## src/design/shooter_macros.svh

```systemverilog
`ifndef SHOOTER_MACROS_SVH
`define SHOOTER_MACROS_SVH

// Playfield and start positions
`define SCREEN_X        640
`define SHIP_X0         320
`define SHIP_Y0         240
`define ALIEN_X0        600
`define ALIEN_X_MIN     32
`define ALIEN_Y_MIN     16
`define ALIEN_Y_MAX     464

// Motion rates
`define SHIP_STEP       5
`define MISSILE_TICK    64
`define ALIEN_TICK      2048

// Collision boxes
`define MISSILE_LEN     25
`define MISSILE_THICK   3
`define ALIEN_SIZE      32

// PS/2 set 2 make codes
`define KEY_W           8'h1D
`define KEY_A           8'h1C
`define KEY_S           8'h1B
`define KEY_D           8'h23
`define KEY_FIRE        8'h3A
`define KEY_BREAK       8'hF0

`define LFSR_SEED       16'hBEEF

// Wishbone word addresses
`define REG_CTRL        0
`define REG_SCANCODE    1
`define REG_SCORE       2
`define REG_SHIP_X      3
`define REG_SHIP_Y      4
`define REG_ALIEN_X     5
`define REG_ALIEN_Y     6
`define REG_MISSILE_X   7

`endif

```

## src/design/shooter_pkg.sv

```systemverilog
package shooter_pkg;

    // Screen point, x over 640 columns and y over 480 rows
    typedef struct packed {
        logic [9:0] x;
        logic [8:0] y;
    } pos_t;

    typedef struct packed {
        logic clk;
        logic dat;
    } ps2_lines_t;

    // Flags are single-cycle pulses, scancode is held
    typedef struct packed {
        logic       move_up;
        logic       move_down;
        logic       move_left;
        logic       move_right;
        logic       fire;
        logic [7:0] scancode;
    } key_event_t;

    typedef enum logic [1:0] {
        MENU = 2'b00,
        PLAY = 2'b01,
        WON  = 2'b11
    } game_state_e;

    typedef struct packed {
        logic       cyc;
        logic       stb;
        logic       we;
        logic [2:0] adr;
        logic [7:0] dat_w;
    } wb_req_t;

    typedef struct packed {
        logic       ack;
        logic [7:0] dat_r;
    } wb_rsp_t;

endpackage

```

## src/design/bit_sync.sv

```systemverilog
module bit_sync #(
    parameter type payload_t = logic
) (
    input  logic     clock,
    input  logic     reset,
    input  payload_t d,
    output payload_t q
);
    payload_t meta;

    // Two flops against metastability on asynchronous inputs
    always_ff @(posedge clock) begin
        if (reset) begin
            meta <= '0;
            q    <= '0;
        end else begin
            meta <= d;
            q    <= meta;
        end
    end
endmodule

```

## src/design/ps2_receiver.sv

```systemverilog
`include "shooter_macros.svh"

module ps2_receiver (
    input  logic                    clock,
    input  logic                    reset,
    input  shooter_pkg::ps2_lines_t ps2,
    output shooter_pkg::key_event_t key
);
    shooter_pkg::ps2_lines_t ps2_s;
    logic       clk_prev;
    logic       fall;
    logic       frame_done;
    logic [3:0] bit_cnt;
    logic [9:0] shift;
    logic [7:0] byte_in;
    logic       skip;

    bit_sync #(
        .payload_t (shooter_pkg::ps2_lines_t)
    ) u_sync (
        .clock (clock),
        .reset (reset),
        .d     (ps2),
        .q     (ps2_s)
    );

    // Keyboard drives data on the falling clock edge
    assign fall       = clk_prev & ~ps2_s.clk;
    assign frame_done = fall && (bit_cnt == 4'd10);
    // Start bit sits in shift[0], data follows LSB first
    assign byte_in    = shift[8:1];

    always_ff @(posedge clock) begin
        if (reset) begin
            clk_prev <= 1'b0;
            bit_cnt  <= '0;
        end else begin
            clk_prev <= ps2_s.clk;
            if (frame_done) begin
                bit_cnt <= '0;
            end else if (fall) begin
                bit_cnt <= bit_cnt + 4'd1;
            end
        end
    end

    always_ff @(posedge clock) begin
        if (fall) begin
            shift <= {ps2_s.dat, shift[9:1]};
        end
    end

    //============================================================
    // Key decode
    //============================================================
    always_ff @(posedge clock) begin
        if (reset) begin
            key  <= '0;
            skip <= 1'b0;
        end else begin
            key.move_up    <= 1'b0;
            key.move_down  <= 1'b0;
            key.move_left  <= 1'b0;
            key.move_right <= 1'b0;
            key.fire       <= 1'b0;
            if (frame_done) begin
                if (skip) begin
                    // Released key code, drop it
                    skip <= 1'b0;
                end else if (byte_in == `KEY_BREAK) begin
                    skip <= 1'b1;
                end else begin
                    key.scancode   <= byte_in;
                    key.move_up    <= (byte_in == `KEY_W);
                    key.move_down  <= (byte_in == `KEY_S);
                    key.move_left  <= (byte_in == `KEY_A);
                    key.move_right <= (byte_in == `KEY_D);
                    key.fire       <= (byte_in == `KEY_FIRE);
                end
            end
        end
    end
endmodule

```

## src/design/player_ship.sv

```systemverilog
`include "shooter_macros.svh"

module player_ship (
    input  logic                     clock,
    input  logic                     reset,
    input  shooter_pkg::game_state_e state,
    input  shooter_pkg::key_event_t  key,
    output shooter_pkg::pos_t        ship
);
    localparam logic [9:0] STEP_X = 10'(`SHIP_STEP);
    localparam logic [8:0] STEP_Y = 9'(`SHIP_STEP);

    // Position wraps at the register width, no clamp
    always_ff @(posedge clock) begin
        if (reset) begin
            ship.x <= 10'(`SHIP_X0);
            ship.y <= 9'(`SHIP_Y0);
        end else if (state == shooter_pkg::PLAY) begin
            if (key.move_left) begin
                ship.x <= ship.x - STEP_X;
            end else if (key.move_right) begin
                ship.x <= ship.x + STEP_X;
            end

            // Screen y grows downward
            if (key.move_up) begin
                ship.y <= ship.y - STEP_Y;
            end else if (key.move_down) begin
                ship.y <= ship.y + STEP_Y;
            end
        end
    end
endmodule

```

## src/design/alien_ship.sv

```systemverilog
`include "shooter_macros.svh"

module alien_ship (
    input  logic                     clock,
    input  logic                     reset,
    input  shooter_pkg::game_state_e state,
    input  logic                     hit,
    output shooter_pkg::pos_t        alien,
    output logic                     alive
);
    localparam int TICK_W = $clog2(`ALIEN_TICK);

    logic [15:0]       lfsr;
    logic              feedback;
    logic [8:0]        row;
    logic              play_q;
    logic              enter_play;
    logic [TICK_W-1:0] tick_cnt;
    logic              tick;

    // Fibonacci LFSR, taps 16 14 13 11
    assign feedback   = lfsr[15] ^ lfsr[13] ^ lfsr[12] ^ lfsr[10];
    assign enter_play = (state == shooter_pkg::PLAY) && !play_q;
    assign tick       = (tick_cnt == TICK_W'(`ALIEN_TICK - 1));

    always_comb begin
        if (lfsr[8:0] < 9'(`ALIEN_Y_MIN)) begin
            row = 9'(`ALIEN_Y_MIN);
        end else if (lfsr[8:0] > 9'(`ALIEN_Y_MAX)) begin
            row = 9'(`ALIEN_Y_MAX);
        end else begin
            row = lfsr[8:0];
        end
    end

    always_ff @(posedge clock) begin
        if (reset) begin
            lfsr     <= `LFSR_SEED;
            tick_cnt <= '0;
            play_q   <= 1'b0;
        end else begin
            lfsr     <= {lfsr[14:0], feedback};
            tick_cnt <= tick ? '0 : tick_cnt + 1'b1;
            play_q   <= (state == shooter_pkg::PLAY);
        end
    end

    always_ff @(posedge clock) begin
        if (reset) begin
            alien.x <= 10'(`ALIEN_X0);
            alien.y <= 9'((`ALIEN_Y_MIN + `ALIEN_Y_MAX) / 2);
            alive   <= 1'b1;
        end else begin
            if (hit) begin
                alive <= 1'b0;
            end
            if (enter_play) begin
                alien.y <= row;
            end else if ((state == shooter_pkg::PLAY) && alive && tick &&
                         (alien.x > 10'(`ALIEN_X_MIN))) begin
                alien.x <= alien.x - 10'd1;
            end
        end
    end
endmodule

```

## src/design/missile_tracker.sv

```systemverilog
`include "shooter_macros.svh"

module missile_tracker (
    input  logic                     clock,
    input  logic                     reset,
    input  shooter_pkg::game_state_e state,
    input  shooter_pkg::key_event_t  key,
    input  shooter_pkg::pos_t        ship,
    input  shooter_pkg::pos_t        alien,
    input  logic                     alive,
    output shooter_pkg::pos_t        shot,
    output logic                     active,
    output logic                     hit
);
    localparam int          TICK_W = $clog2(`MISSILE_TICK);
    localparam logic [10:0] HALF   = 11'(`ALIEN_SIZE / 2);
    localparam logic [10:0] LEN_M1 = 11'(`MISSILE_LEN - 1);
    localparam logic [10:0] THK_M1 = 11'(`MISSILE_THICK - 1);

    logic [TICK_W-1:0] tick_cnt;
    logic              tick;
    logic [10:0]       sx;
    logic [10:0]       sy;
    logic [10:0]       ax;
    logic [10:0]       ay;
    logic              overlap;

    assign tick = (tick_cnt == TICK_W'(`MISSILE_TICK - 1));

    // Box test, alien centred on its position, written without subtraction
    assign sx = 11'(shot.x);
    assign sy = 11'(shot.y);
    assign ax = 11'(alien.x);
    assign ay = 11'(alien.y);
    assign overlap = (sx <= ax + HALF - 11'd1) && (sx + LEN_M1 + HALF >= ax) &&
                     (sy <= ay + HALF - 11'd1) && (sy + THK_M1 + HALF >= ay);

    always_ff @(posedge clock) begin
        if (reset) begin
            tick_cnt <= '0;
        end else begin
            tick_cnt <= tick ? '0 : tick_cnt + 1'b1;
        end
    end

    //============================================================
    // Flight control
    //============================================================
    always_ff @(posedge clock) begin
        if (reset) begin
            shot   <= '0;
            active <= 1'b0;
            hit    <= 1'b0;
        end else begin
            hit <= 1'b0;
            if (state == shooter_pkg::PLAY) begin
                if (!active) begin
                    if (key.fire) begin
                        shot.x <= ship.x + 10'd16;
                        shot.y <= ship.y;
                        active <= 1'b1;
                    end
                end else if (tick) begin
                    if (alive && overlap) begin
                        hit    <= 1'b1;
                        active <= 1'b0;
                    end else if (shot.x >= 10'(`SCREEN_X)) begin
                        active <= 1'b0;
                    end else begin
                        shot.x <= shot.x + 10'd1;
                    end
                end
            end
        end
    end
endmodule

```

## src/design/game_control.sv

```systemverilog
`include "shooter_macros.svh"

module game_control (
    input  logic                     clock,
    input  logic                     reset,
    input  shooter_pkg::wb_req_t     wb_req,
    output shooter_pkg::wb_rsp_t     wb_rsp,
    input  logic                     hit,
    input  logic                     alive,
    input  logic                     active,
    input  shooter_pkg::key_event_t  key,
    input  shooter_pkg::pos_t        ship,
    input  shooter_pkg::pos_t        alien,
    input  shooter_pkg::pos_t        shot,
    output shooter_pkg::game_state_e state
);
    logic       req;
    logic       start;
    logic       ack_q;
    logic [7:0] dat_q;
    logic [7:0] score;
    logic [7:0] status;

    // New request only when no ack is pending, so acks never run back to back
    assign req    = wb_req.cyc && wb_req.stb && !ack_q;
    assign start  = req && wb_req.we && (wb_req.adr == 3'(`REG_CTRL)) && wb_req.dat_w[0];
    assign status = {4'b0000, active, alive, state};

    //============================================================
    // Game FSM and score
    //============================================================
    always_ff @(posedge clock) begin
        if (reset) begin
            state <= shooter_pkg::MENU;
            score <= 8'd0;
        end else begin
            if (hit) begin
                score <= score + 8'd1;
            end
            case (state)
                shooter_pkg::MENU: if (start) state <= shooter_pkg::PLAY;
                shooter_pkg::PLAY: if (hit) state <= shooter_pkg::WON;
                shooter_pkg::WON:  state <= shooter_pkg::WON;
                default:           state <= shooter_pkg::MENU;
            endcase
        end
    end

    //============================================================
    // Wishbone slave
    //============================================================
    always_ff @(posedge clock) begin
        if (reset) begin
            ack_q <= 1'b0;
        end else begin
            ack_q <= req;
        end
    end

    // Positions go out in coarse units, x/4 and y/2
    always_ff @(posedge clock) begin
        if (req) begin
            case (wb_req.adr)
                3'(`REG_CTRL):      dat_q <= status;
                3'(`REG_SCANCODE):  dat_q <= key.scancode;
                3'(`REG_SCORE):     dat_q <= score;
                3'(`REG_SHIP_X):    dat_q <= ship.x[9:2];
                3'(`REG_SHIP_Y):    dat_q <= ship.y[8:1];
                3'(`REG_ALIEN_X):   dat_q <= alien.x[9:2];
                3'(`REG_ALIEN_Y):   dat_q <= alien.y[8:1];
                3'(`REG_MISSILE_X): dat_q <= shot.x[9:2];
                default:            dat_q <= 8'h00;
            endcase
        end
    end

    assign wb_rsp.ack   = ack_q;
    assign wb_rsp.dat_r = dat_q;
endmodule

```

## src/design/shooter_top.sv

```systemverilog
module shooter_top (
    input  logic                    clock,
    input  logic                    reset,
    input  shooter_pkg::ps2_lines_t ps2,
    input  shooter_pkg::wb_req_t    wb_req,
    output shooter_pkg::wb_rsp_t    wb_rsp
);
    shooter_pkg::key_event_t  key;
    shooter_pkg::game_state_e state;
    shooter_pkg::pos_t        ship;
    shooter_pkg::pos_t        alien;
    shooter_pkg::pos_t        shot;
    logic                     alive;
    logic                     active;
    logic                     hit;

    ps2_receiver u_ps2_receiver (
        .clock (clock),
        .reset (reset),
        .ps2   (ps2),
        .key   (key)
    );

    player_ship u_player_ship (
        .clock (clock),
        .reset (reset),
        .state (state),
        .key   (key),
        .ship  (ship)
    );

    alien_ship u_alien_ship (
        .clock (clock),
        .reset (reset),
        .state (state),
        .hit   (hit),
        .alien (alien),
        .alive (alive)
    );

    missile_tracker u_missile_tracker (
        .clock  (clock),
        .reset  (reset),
        .state  (state),
        .key    (key),
        .ship   (ship),
        .alien  (alien),
        .alive  (alive),
        .shot   (shot),
        .active (active),
        .hit    (hit)
    );

    game_control u_game_control (
        .clock  (clock),
        .reset  (reset),
        .wb_req (wb_req),
        .wb_rsp (wb_rsp),
        .hit    (hit),
        .alive  (alive),
        .active (active),
        .key    (key),
        .ship   (ship),
        .alien  (alien),
        .shot   (shot),
        .state  (state)
    );
endmodule

```

## config.mk

```make
export PLATFORM = sky130hd
export DESIGN_NAME = shooter_top
export DESIGN_NICKNAME = d
export VERILOG_FILES = /design/src/design/shooter_pkg.sv /design/src/design/bit_sync.sv /design/src/design/ps2_receiver.sv /design/src/design/player_ship.sv /design/src/design/alien_ship.sv /design/src/design/missile_tracker.sv /design/src/design/game_control.sv /design/src/design/shooter_top.sv
export VERILOG_INCLUDE_DIRS = /design/src /design/src/design
export SDC_FILE = /design/constraint.sdc
export NUM_CORES = 1
export LEC_CHECK = 0
export BUFFER_PORTS_ARGS = -buffer_cell sky130_fd_sc_hd__buf_4
export CAP_MARGIN = 20
export CORE_ASPECT_RATIO = 0.6
export CORE_MARGIN = 2
export CORE_UTILIZATION = 55
export CTS_BUF_LIST = sky130_fd_sc_hd__clkbuf_2 sky130_fd_sc_hd__clkbuf_4 sky130_fd_sc_hd__clkbuf_8
export CTS_CLUSTER_DIAMETER = 150
export DETAILED_ROUTE_END_ITERATION = 16
export PLACE_DENSITY = 0.76
export SETUP_SLACK_MARGIN = 0.3
export SLEW_MARGIN = 20
export SYNTH_ARGS = -nofsm -noshare
export SYNTH_HDL_FRONTEND = slang
export SYNTH_SLANG_ARGS = --single-unit
```

## constraint.sdc

```tcl
create_clock -name clock -period 10.5 [get_ports clock]
set_clock_uncertainty 0.1 [all_clocks]
set_input_delay 1.05 -clock clock [delete_from_list [all_inputs] [get_ports clock]]
set_output_delay 1.05 -clock clock [all_outputs]
set_load 0.02 [all_outputs]
```

* Word level (Yosys, flattened, before mapping)
Index checks and enable logic that the tools add are counted.
** Storage, ports and cells
- Bits in registers :: 146
- Input port bits :: 18
- Output and inout port bits :: 9
- Word-level logic and storage cells :: 149
** Operators by class
- Add/sub/neg operators :: 19
- Order comparisons :: 8
- Eq/ne operators :: 23
- Muxes and demuxes :: 23
- Bitwise gates (word level) :: 12
- Reductions and logical operators :: 33
** Operator list (number)
- $pmux 8 s8 :: 1
- $mux 10 :: 6
- $mux 9 :: 4
- $eq 8x5->1 const B :: 3
- $add 10x5->11 const B :: 2
- $add 11x5->11 const B :: 2
- $sub 11x1->11 const B :: 2
- $mux 19 :: 1
- $eq 8x6->1 const B :: 2
- $logic_and 1x1->1 :: 14
- $eq 3x3->1 const B :: 4
- $add 11x1->11 const B :: 1
- $eq 11x11->1 const B :: 1
- $ge 11x10->1 :: 1
- $ge 11x9->1 :: 1
- $le 10x11->1 :: 1
- $le 9x11->1 :: 1
- $add 10x1->10 const B :: 1
- $add 10x3->10 const B :: 1
- $add 10x5->10 const B :: 1
- $add 9x2->10 const B :: 1
- $add 9x5->10 const B :: 1
- $ge 10x10->1 const B :: 1
- $gt 10x6->1 const B :: 1
- other kinds (33) :: 64

* Logic depth before layout (Yosys ltp)
- Depth after elaboration :: 10
- Gate-level depth with buffers :: 17
- Mapped depth without buffers :: 16

* Modules after synthesis
Synthesis repeated with hierarchy kept, for this count alone.
** Unflattened totals
- Cells, all modules :: 956
- Area, all modules :: 8536.9 µm²
** By module, submodules not included
- missile_tracker :: instances 1, cells each 369, area an instance 2831.5 µm², seq. area each 540.5 µm²
- alien_ship :: instances 1, cells each 196, area an instance 1884.3 µm², seq. area each 960.9 µm²
- player_ship :: instances 1, cells each 156, area an instance 1330.0 µm², seq. area each 380.4 µm²
- game_control :: instances 1, cells each 130, area an instance 1268.7 µm², seq. area each 460.4 µm²
- ps2_receiver :: instances 1, cells each 97, area an instance 1117.3 µm², seq. area each 650.6 µm²
- bit_sync :: instances 1, cells each 8, area an instance 105.1 µm², seq. area each 80.1 µm²

* Worst setup path before layout
No wires, ideal clock.
- Path kind :: register -> register
- Start :: register, netlist name u_alien_ship.alien[4]
- End :: register, netlist name u_missile_tracker.shot[12]
- Setup time :: 128 ps
- Arrival :: 3237 ps
- Required time :: 10272 ps
- Setup slack :: 7034 ps
- Stages on the path, launching flop included :: 18
- Path buffers :: 1
- Clock period less this slack :: 3466 ps
- Path through :: dfxtp_1 -> ha_1 -> nor4b_2 -> and2_1 -> nand2_1 -> xor2_1 -> a22oi_1 -> xnor2_1 -> ha_1 -> a21o_1 -> a21oi_1 -> o21ai_0 -> o211ai_1 -> nand4_4 -> a21oi_4 -> buf_8 -> mux2i_1 -> o21ai_1
** On the way
- Cells in the longest elaborated chain, start to end :: 8
- Elaborated cells between the ends (all ways) :: 9
- Those cells by class :: 2 x add/sub; 2 x order compare; 1 x eq/ne; 4 x reduce/logical
** RTL lines
- $add 9x5->10 :: RTL line missile_tracker.sv:36 : (sy <= ay + HALF - 11'd1) && (sy + THK_M1 + HALF >= ay);
- $sub 11x1->11 :: RTL line missile_tracker.sv:36
- $le 9x11->1 :: RTL line missile_tracker.sv:36
- $logic_and 1x1->1 :: RTL line missile_tracker.sv:35 : assign overlap = (sx <= ax + HALF - 11'd1) && (sx + LEN_M1 + HALF >= ax) &&
- $logic_and 1x1->1 * :: RTL line missile_tracker.sv:36
- $logic_and 1x1->1 * :: RTL line missile_tracker.sv:64 : if (alive && overlap) begin
- $ne 2x2->1 (no line) *
- $reduce_and 5->1 (no line) *
Every way passes the cells marked *; elsewhere a longest branch is shown, timed or not.
A chain may end at the register's enable or synchronous reset.

* Worst setup path in the final report
- Start :: register, netlist name u_alien_ship.alien[4]
- End :: register, netlist name u_missile_tracker.shot[13]
** On the way
- Cells in the longest elaborated chain, start to end :: 8
- Elaborated cells between the ends (all ways) :: 9
- Those cells by class :: 2 x add/sub; 2 x order compare; 1 x eq/ne; 4 x reduce/logical
** RTL lines (RTL line)
- $add 9x5->10 :: missile_tracker.sv:36
- $sub 11x1->11 :: missile_tracker.sv:36
- $le 9x11->1 :: missile_tracker.sv:36
- $logic_and 1x1->1 :: missile_tracker.sv:35
- $logic_and 1x1->1 * :: missile_tracker.sv:36
- $logic_and 1x1->1 * :: missile_tracker.sv:64
- $ne 2x2->1 (no line) *
- $reduce_and 5->1 (no line) *
Marked as above.

==> impl_metrics.env <==
export IMPL_r2r_end="u_missile_tracker.shot[13]"
export IMPL_hp_class="register to register"
export IMPL_syn_to_final_growth_pct=7.43
export IMPL_nets=1021
export IMPL_grt_first_pass_wirelength_um=31300
export IMPL_grt_pass1_vias=5950
export IMPL_cts_max_path_buffers=2
export IMPL_syn_nets=1022
export IMPL_cp_start_kind="register"
export IMPL_min_path_cells=0
export IMPL_numPortBuffers=19
export IMPL_crit_chain="ha_1 > nor4b_2 > and2_1 > nand2_1 > xor2_1 > a22oi_1 > xnor2_1 > ha_1 > a21o_1 > a21oi_1 > o21ai_0 > o211ai_1 > nand4_4 > a21oi_4 > mux2i_1 > o21ai_1"
export IMPL_die_w_um=163
export IMPL_clock_root_buffer="clkbuf_8"
export IMPL_grt_max_degree=51
export IMPL_fillers=1295
export IMPL_synth_top_cell_area_share=0.308
export IMPL_wl_met1_um=9940
export IMPL_dieArea_um2=16200
export IMPL_ant_nets=0
export IMPL_viasPerCell=5.89
export IMPL_synth_top_cell_by_area="dfxtp_1"
export IMPL_crit_type="register to register"
export IMPL_synth_cell_types=80
export IMPL_cts_tree="yes"
export IMPL_synth_edff_count=17
export IMPL_rsz0062_at_grt="no"
export IMPL_wl_met3_um=1750
export IMPL_vdd_drop_max_uv=84.9
export IMPL_cp_common_cell="ha_1"
export IMPL_antenna_found_initial=0
export IMPL_overflow=0
export IMPL_power_density_nw_per_um2=118
export IMPL_diodes=0
export IMPL_syn_area_um2=8320
export IMPL_cp_arrival_ns=4.50
export IMPL_placed_area_um2=8550
export IMPL_slowest_delay_ns=0.65
export IMPL_cp_slowest_cell="dfxtp_1"
export IMPL_vias=6738
export IMPL_cts_buffers=17
export IMPL_cts_hold_buffers=0
export IMPL_routabilityCongestion=0.891
export IMPL_placementRows=34
export IMPL_r2r_start="u_alien_ship.alien[4]"
export IMPL_crit_start="u_alien_ship.alien[4]"
export IMPL_fp_dieH_um=99.3
export IMPL_grtUsageTotal=0.245
export IMPL_required_ns=10.72
export IMPL_setup_violations=0
export IMPL_post_synth_cell_area_avg_um2=8.91
export IMPL_hpwlAfterDp_um=14000
export IMPL_synthTopCellsByArea="dfxtp_1 31%, ha_1 10%, edfxtp_1 6.1%"
export IMPL_wl_met2_um=7370
export IMPL_clk_latency_ns=0.45
export IMPL_yosysWarnings=0
export IMPL_fin_setup_tns_ns=0
export IMPL_period_share=0.407
export IMPL_drt_iter0_drc=605
export IMPL_min_period_ns=4.28
export IMPL_final_layout_size_suffix_gt1_frac=0.108
export IMPL_post_cts_buffers=0
export IMPL_synth_flop_cell="dfxtp_1"
export IMPL_endpoint_kind="register"
export IMPL_wl_per_cell_um=16.8
export IMPL_clk_pin_slew_ns=0.08
export IMPL_syn_inst=934
export IMPL_min_to="u_ps2_receiver.shift[9]"
export IMPL_async_flop_share=0
export IMPL_core_area_um2=14600
export IMPL_route_detailed_drc=0
export IMPL_synth_seq_cells=145
export IMPL_clock_sinks=145
export IMPL_yosys_cell_count_top_type="dfxtp_1"
export IMPL_ios=27
export IMPL_design_area_um2=8940
export IMPL_outcome="complete, no violations"
export IMPL_worstMarginPinSlew_ns=0.733
export IMPL_firstDrtPassIters=5
export IMPL_routed_wl_um=19200
export IMPL_slew_violations=0
export IMPL_hold_viol_final=0
export IMPL_cap_violations=0
export IMPL_fmax_mhz=234
export IMPL_r2r_slack_ns=6.22
export IMPL_synthTopCellsByCount="128 x dfxtp_1, 96 x nor2_1, 83 x nand2_1"
export IMPL_power_leakage_nw=3.65
export IMPL_start_util=0.568
export IMPL_cts_resized_gates=0
export IMPL_top_layer_used="met4"
export IMPL_cp_max_fo=14
export IMPL_ff2ff_path_depth=16
export IMPL_yosysSeqAreaShare=0.369
export IMPL_hp_start="u_ps2_receiver.u_sync.q[0]"
export IMPL_relSlewSlack=0.511
export IMPL_h_tree_depth=4
-- state kept, by name (all words and copies together) (netlist names), 2 cells and up --
name	cells
u_ps2_receiver.bit_cnt	4
u_missile_tracker.tick_cnt	6
u_game_control.dat_q	8
u_missile_tracker.shot	19
u_ps2_receiver.u_sync.q	2
u_ps2_receiver.key	13
u_alien_ship.tick_cnt	11
u_alien_ship.alien	19
u_alien_ship.lfsr	16
u_game_control.score	8
u_ps2_receiver.shift	9
u_player_ship.ship	19
u_game_control.state	2
u_ps2_receiver.u_sync.meta	2
-- critical path, delay by kind of cell, from the launching register on --
kind,cells,cell delay [ns]
XOR/XNOR,2,0.30
adder cells (fa/ha/maj),2,0.62
AO/OA/AOI/OAI,7,1.42
flip-flops,1,0.65
AND/OR/NAND/NOR,4,0.83
multiplexers,1,0.24
-- layer usage --
layer  vias to the layer above  GRT usage
li1                       3316          -
met1                      3158      0.387
met2                       246      0.328
met3                        18     0.0621
met4                         0     0.0585
met5                         -          0
-- final cells by class --
| type | instances | area, um2 | share of cell area |
|---|---|---|---|
| sequential | 145 | 3070 | 0.344 |
| inverter | 48 | 180 | 0.0202 |
| timing repair buffer | 23 | 173 | 0.0193 |
| multi-input combinational | 698 | 4880 | 0.546 |
| tap | 198 | 248 | 0.0277 |
| clock inverter | 11 | 103 | 0.0115 |
| clock buffer | 21 | 283 | 0.0316 |
-- layout by cell type (no fill, tap or decap), types with 4 or more instances in the layout --
master        n
inv_1        48
buf_4        23
o2111ai_1     4
or2_2        15
nand4_1      15
a21oi_1      55
ha_1         68
a22oi_1       6
a211oi_1      8
mux4_2        6
nand2b_1      7
a31oi_1       5
o21ai_1       5
clkinvlp_4    4
o21ai_0      30
and3_1       13
or3_1         8
nor2b_1      17
o211ai_1     10
mux2_2        5
dfxtp_1     128
nand3_1      31
xor2_1       24
a21o_1       11
edfxtp_1     17
nor3_1       21
nand2_1      83
nor4_1        7
clkbuf_8     20
o21a_1        5
a221oi_1      7
nor2_1       95
a21boi_0      4
xnor2_1      53
mux2i_1      17
-- logic make-up (layout without fill, tap and decap cells) --
logic type                 Yosys count  count (layout)  share of synthesized area
and+or+nand+nor                    338             338                      0.203
AOI/OAI and AO/OA                  184             184                      0.149
DFF                                145             145                      0.369
buffers and inverters               91             103                     0.0450
xor gates and xnor gates            78              78                     0.0830
adders and majority gates           70              70                      0.107
muxes                               28              28                     0.0435
-- report_power, final --
part,total [mW],internal (mW),switching (mW)
combinational,0.0462,0.0182,0.0279
sequential,0.575,0.569,0.00658
clock,0.437,0.210,0.226
total,1.06,0.797,0.261
-- through the flow --
stage                     hold WS [ns]  utilization  worst slack [ns]  power (mW)  instances
after global placement           0.288        0.584              6.33       0.633       1112
final                            0.309        0.611              6.22        1.06       1144
after detailed placement         0.291        0.584              6.25       0.634       1112
after floorplan                  0.286            -              7.03       0.619        934
after global routing             0.320        0.611              5.86        1.10       1144
after CTS                        0.310        0.610              6.24        1.06       1144
-- how the worst max path moves through the flow --
stage                     cells after the start  slack (ns)                          to
after floorplan                              17        7.03  u_missile_tracker.shot[12]
after global placement                       16        6.33  u_missile_tracker.shot[12]
after detailed placement                     16        6.25  u_missile_tracker.shot[14]
after CTS                                    16        6.24  u_missile_tracker.shot[13]
after global routing                         16        5.86  u_missile_tracker.shot[14]
final                                        16        6.22  u_missile_tracker.shot[13]
No activity file was read; power rests on OpenSTA's default activity.
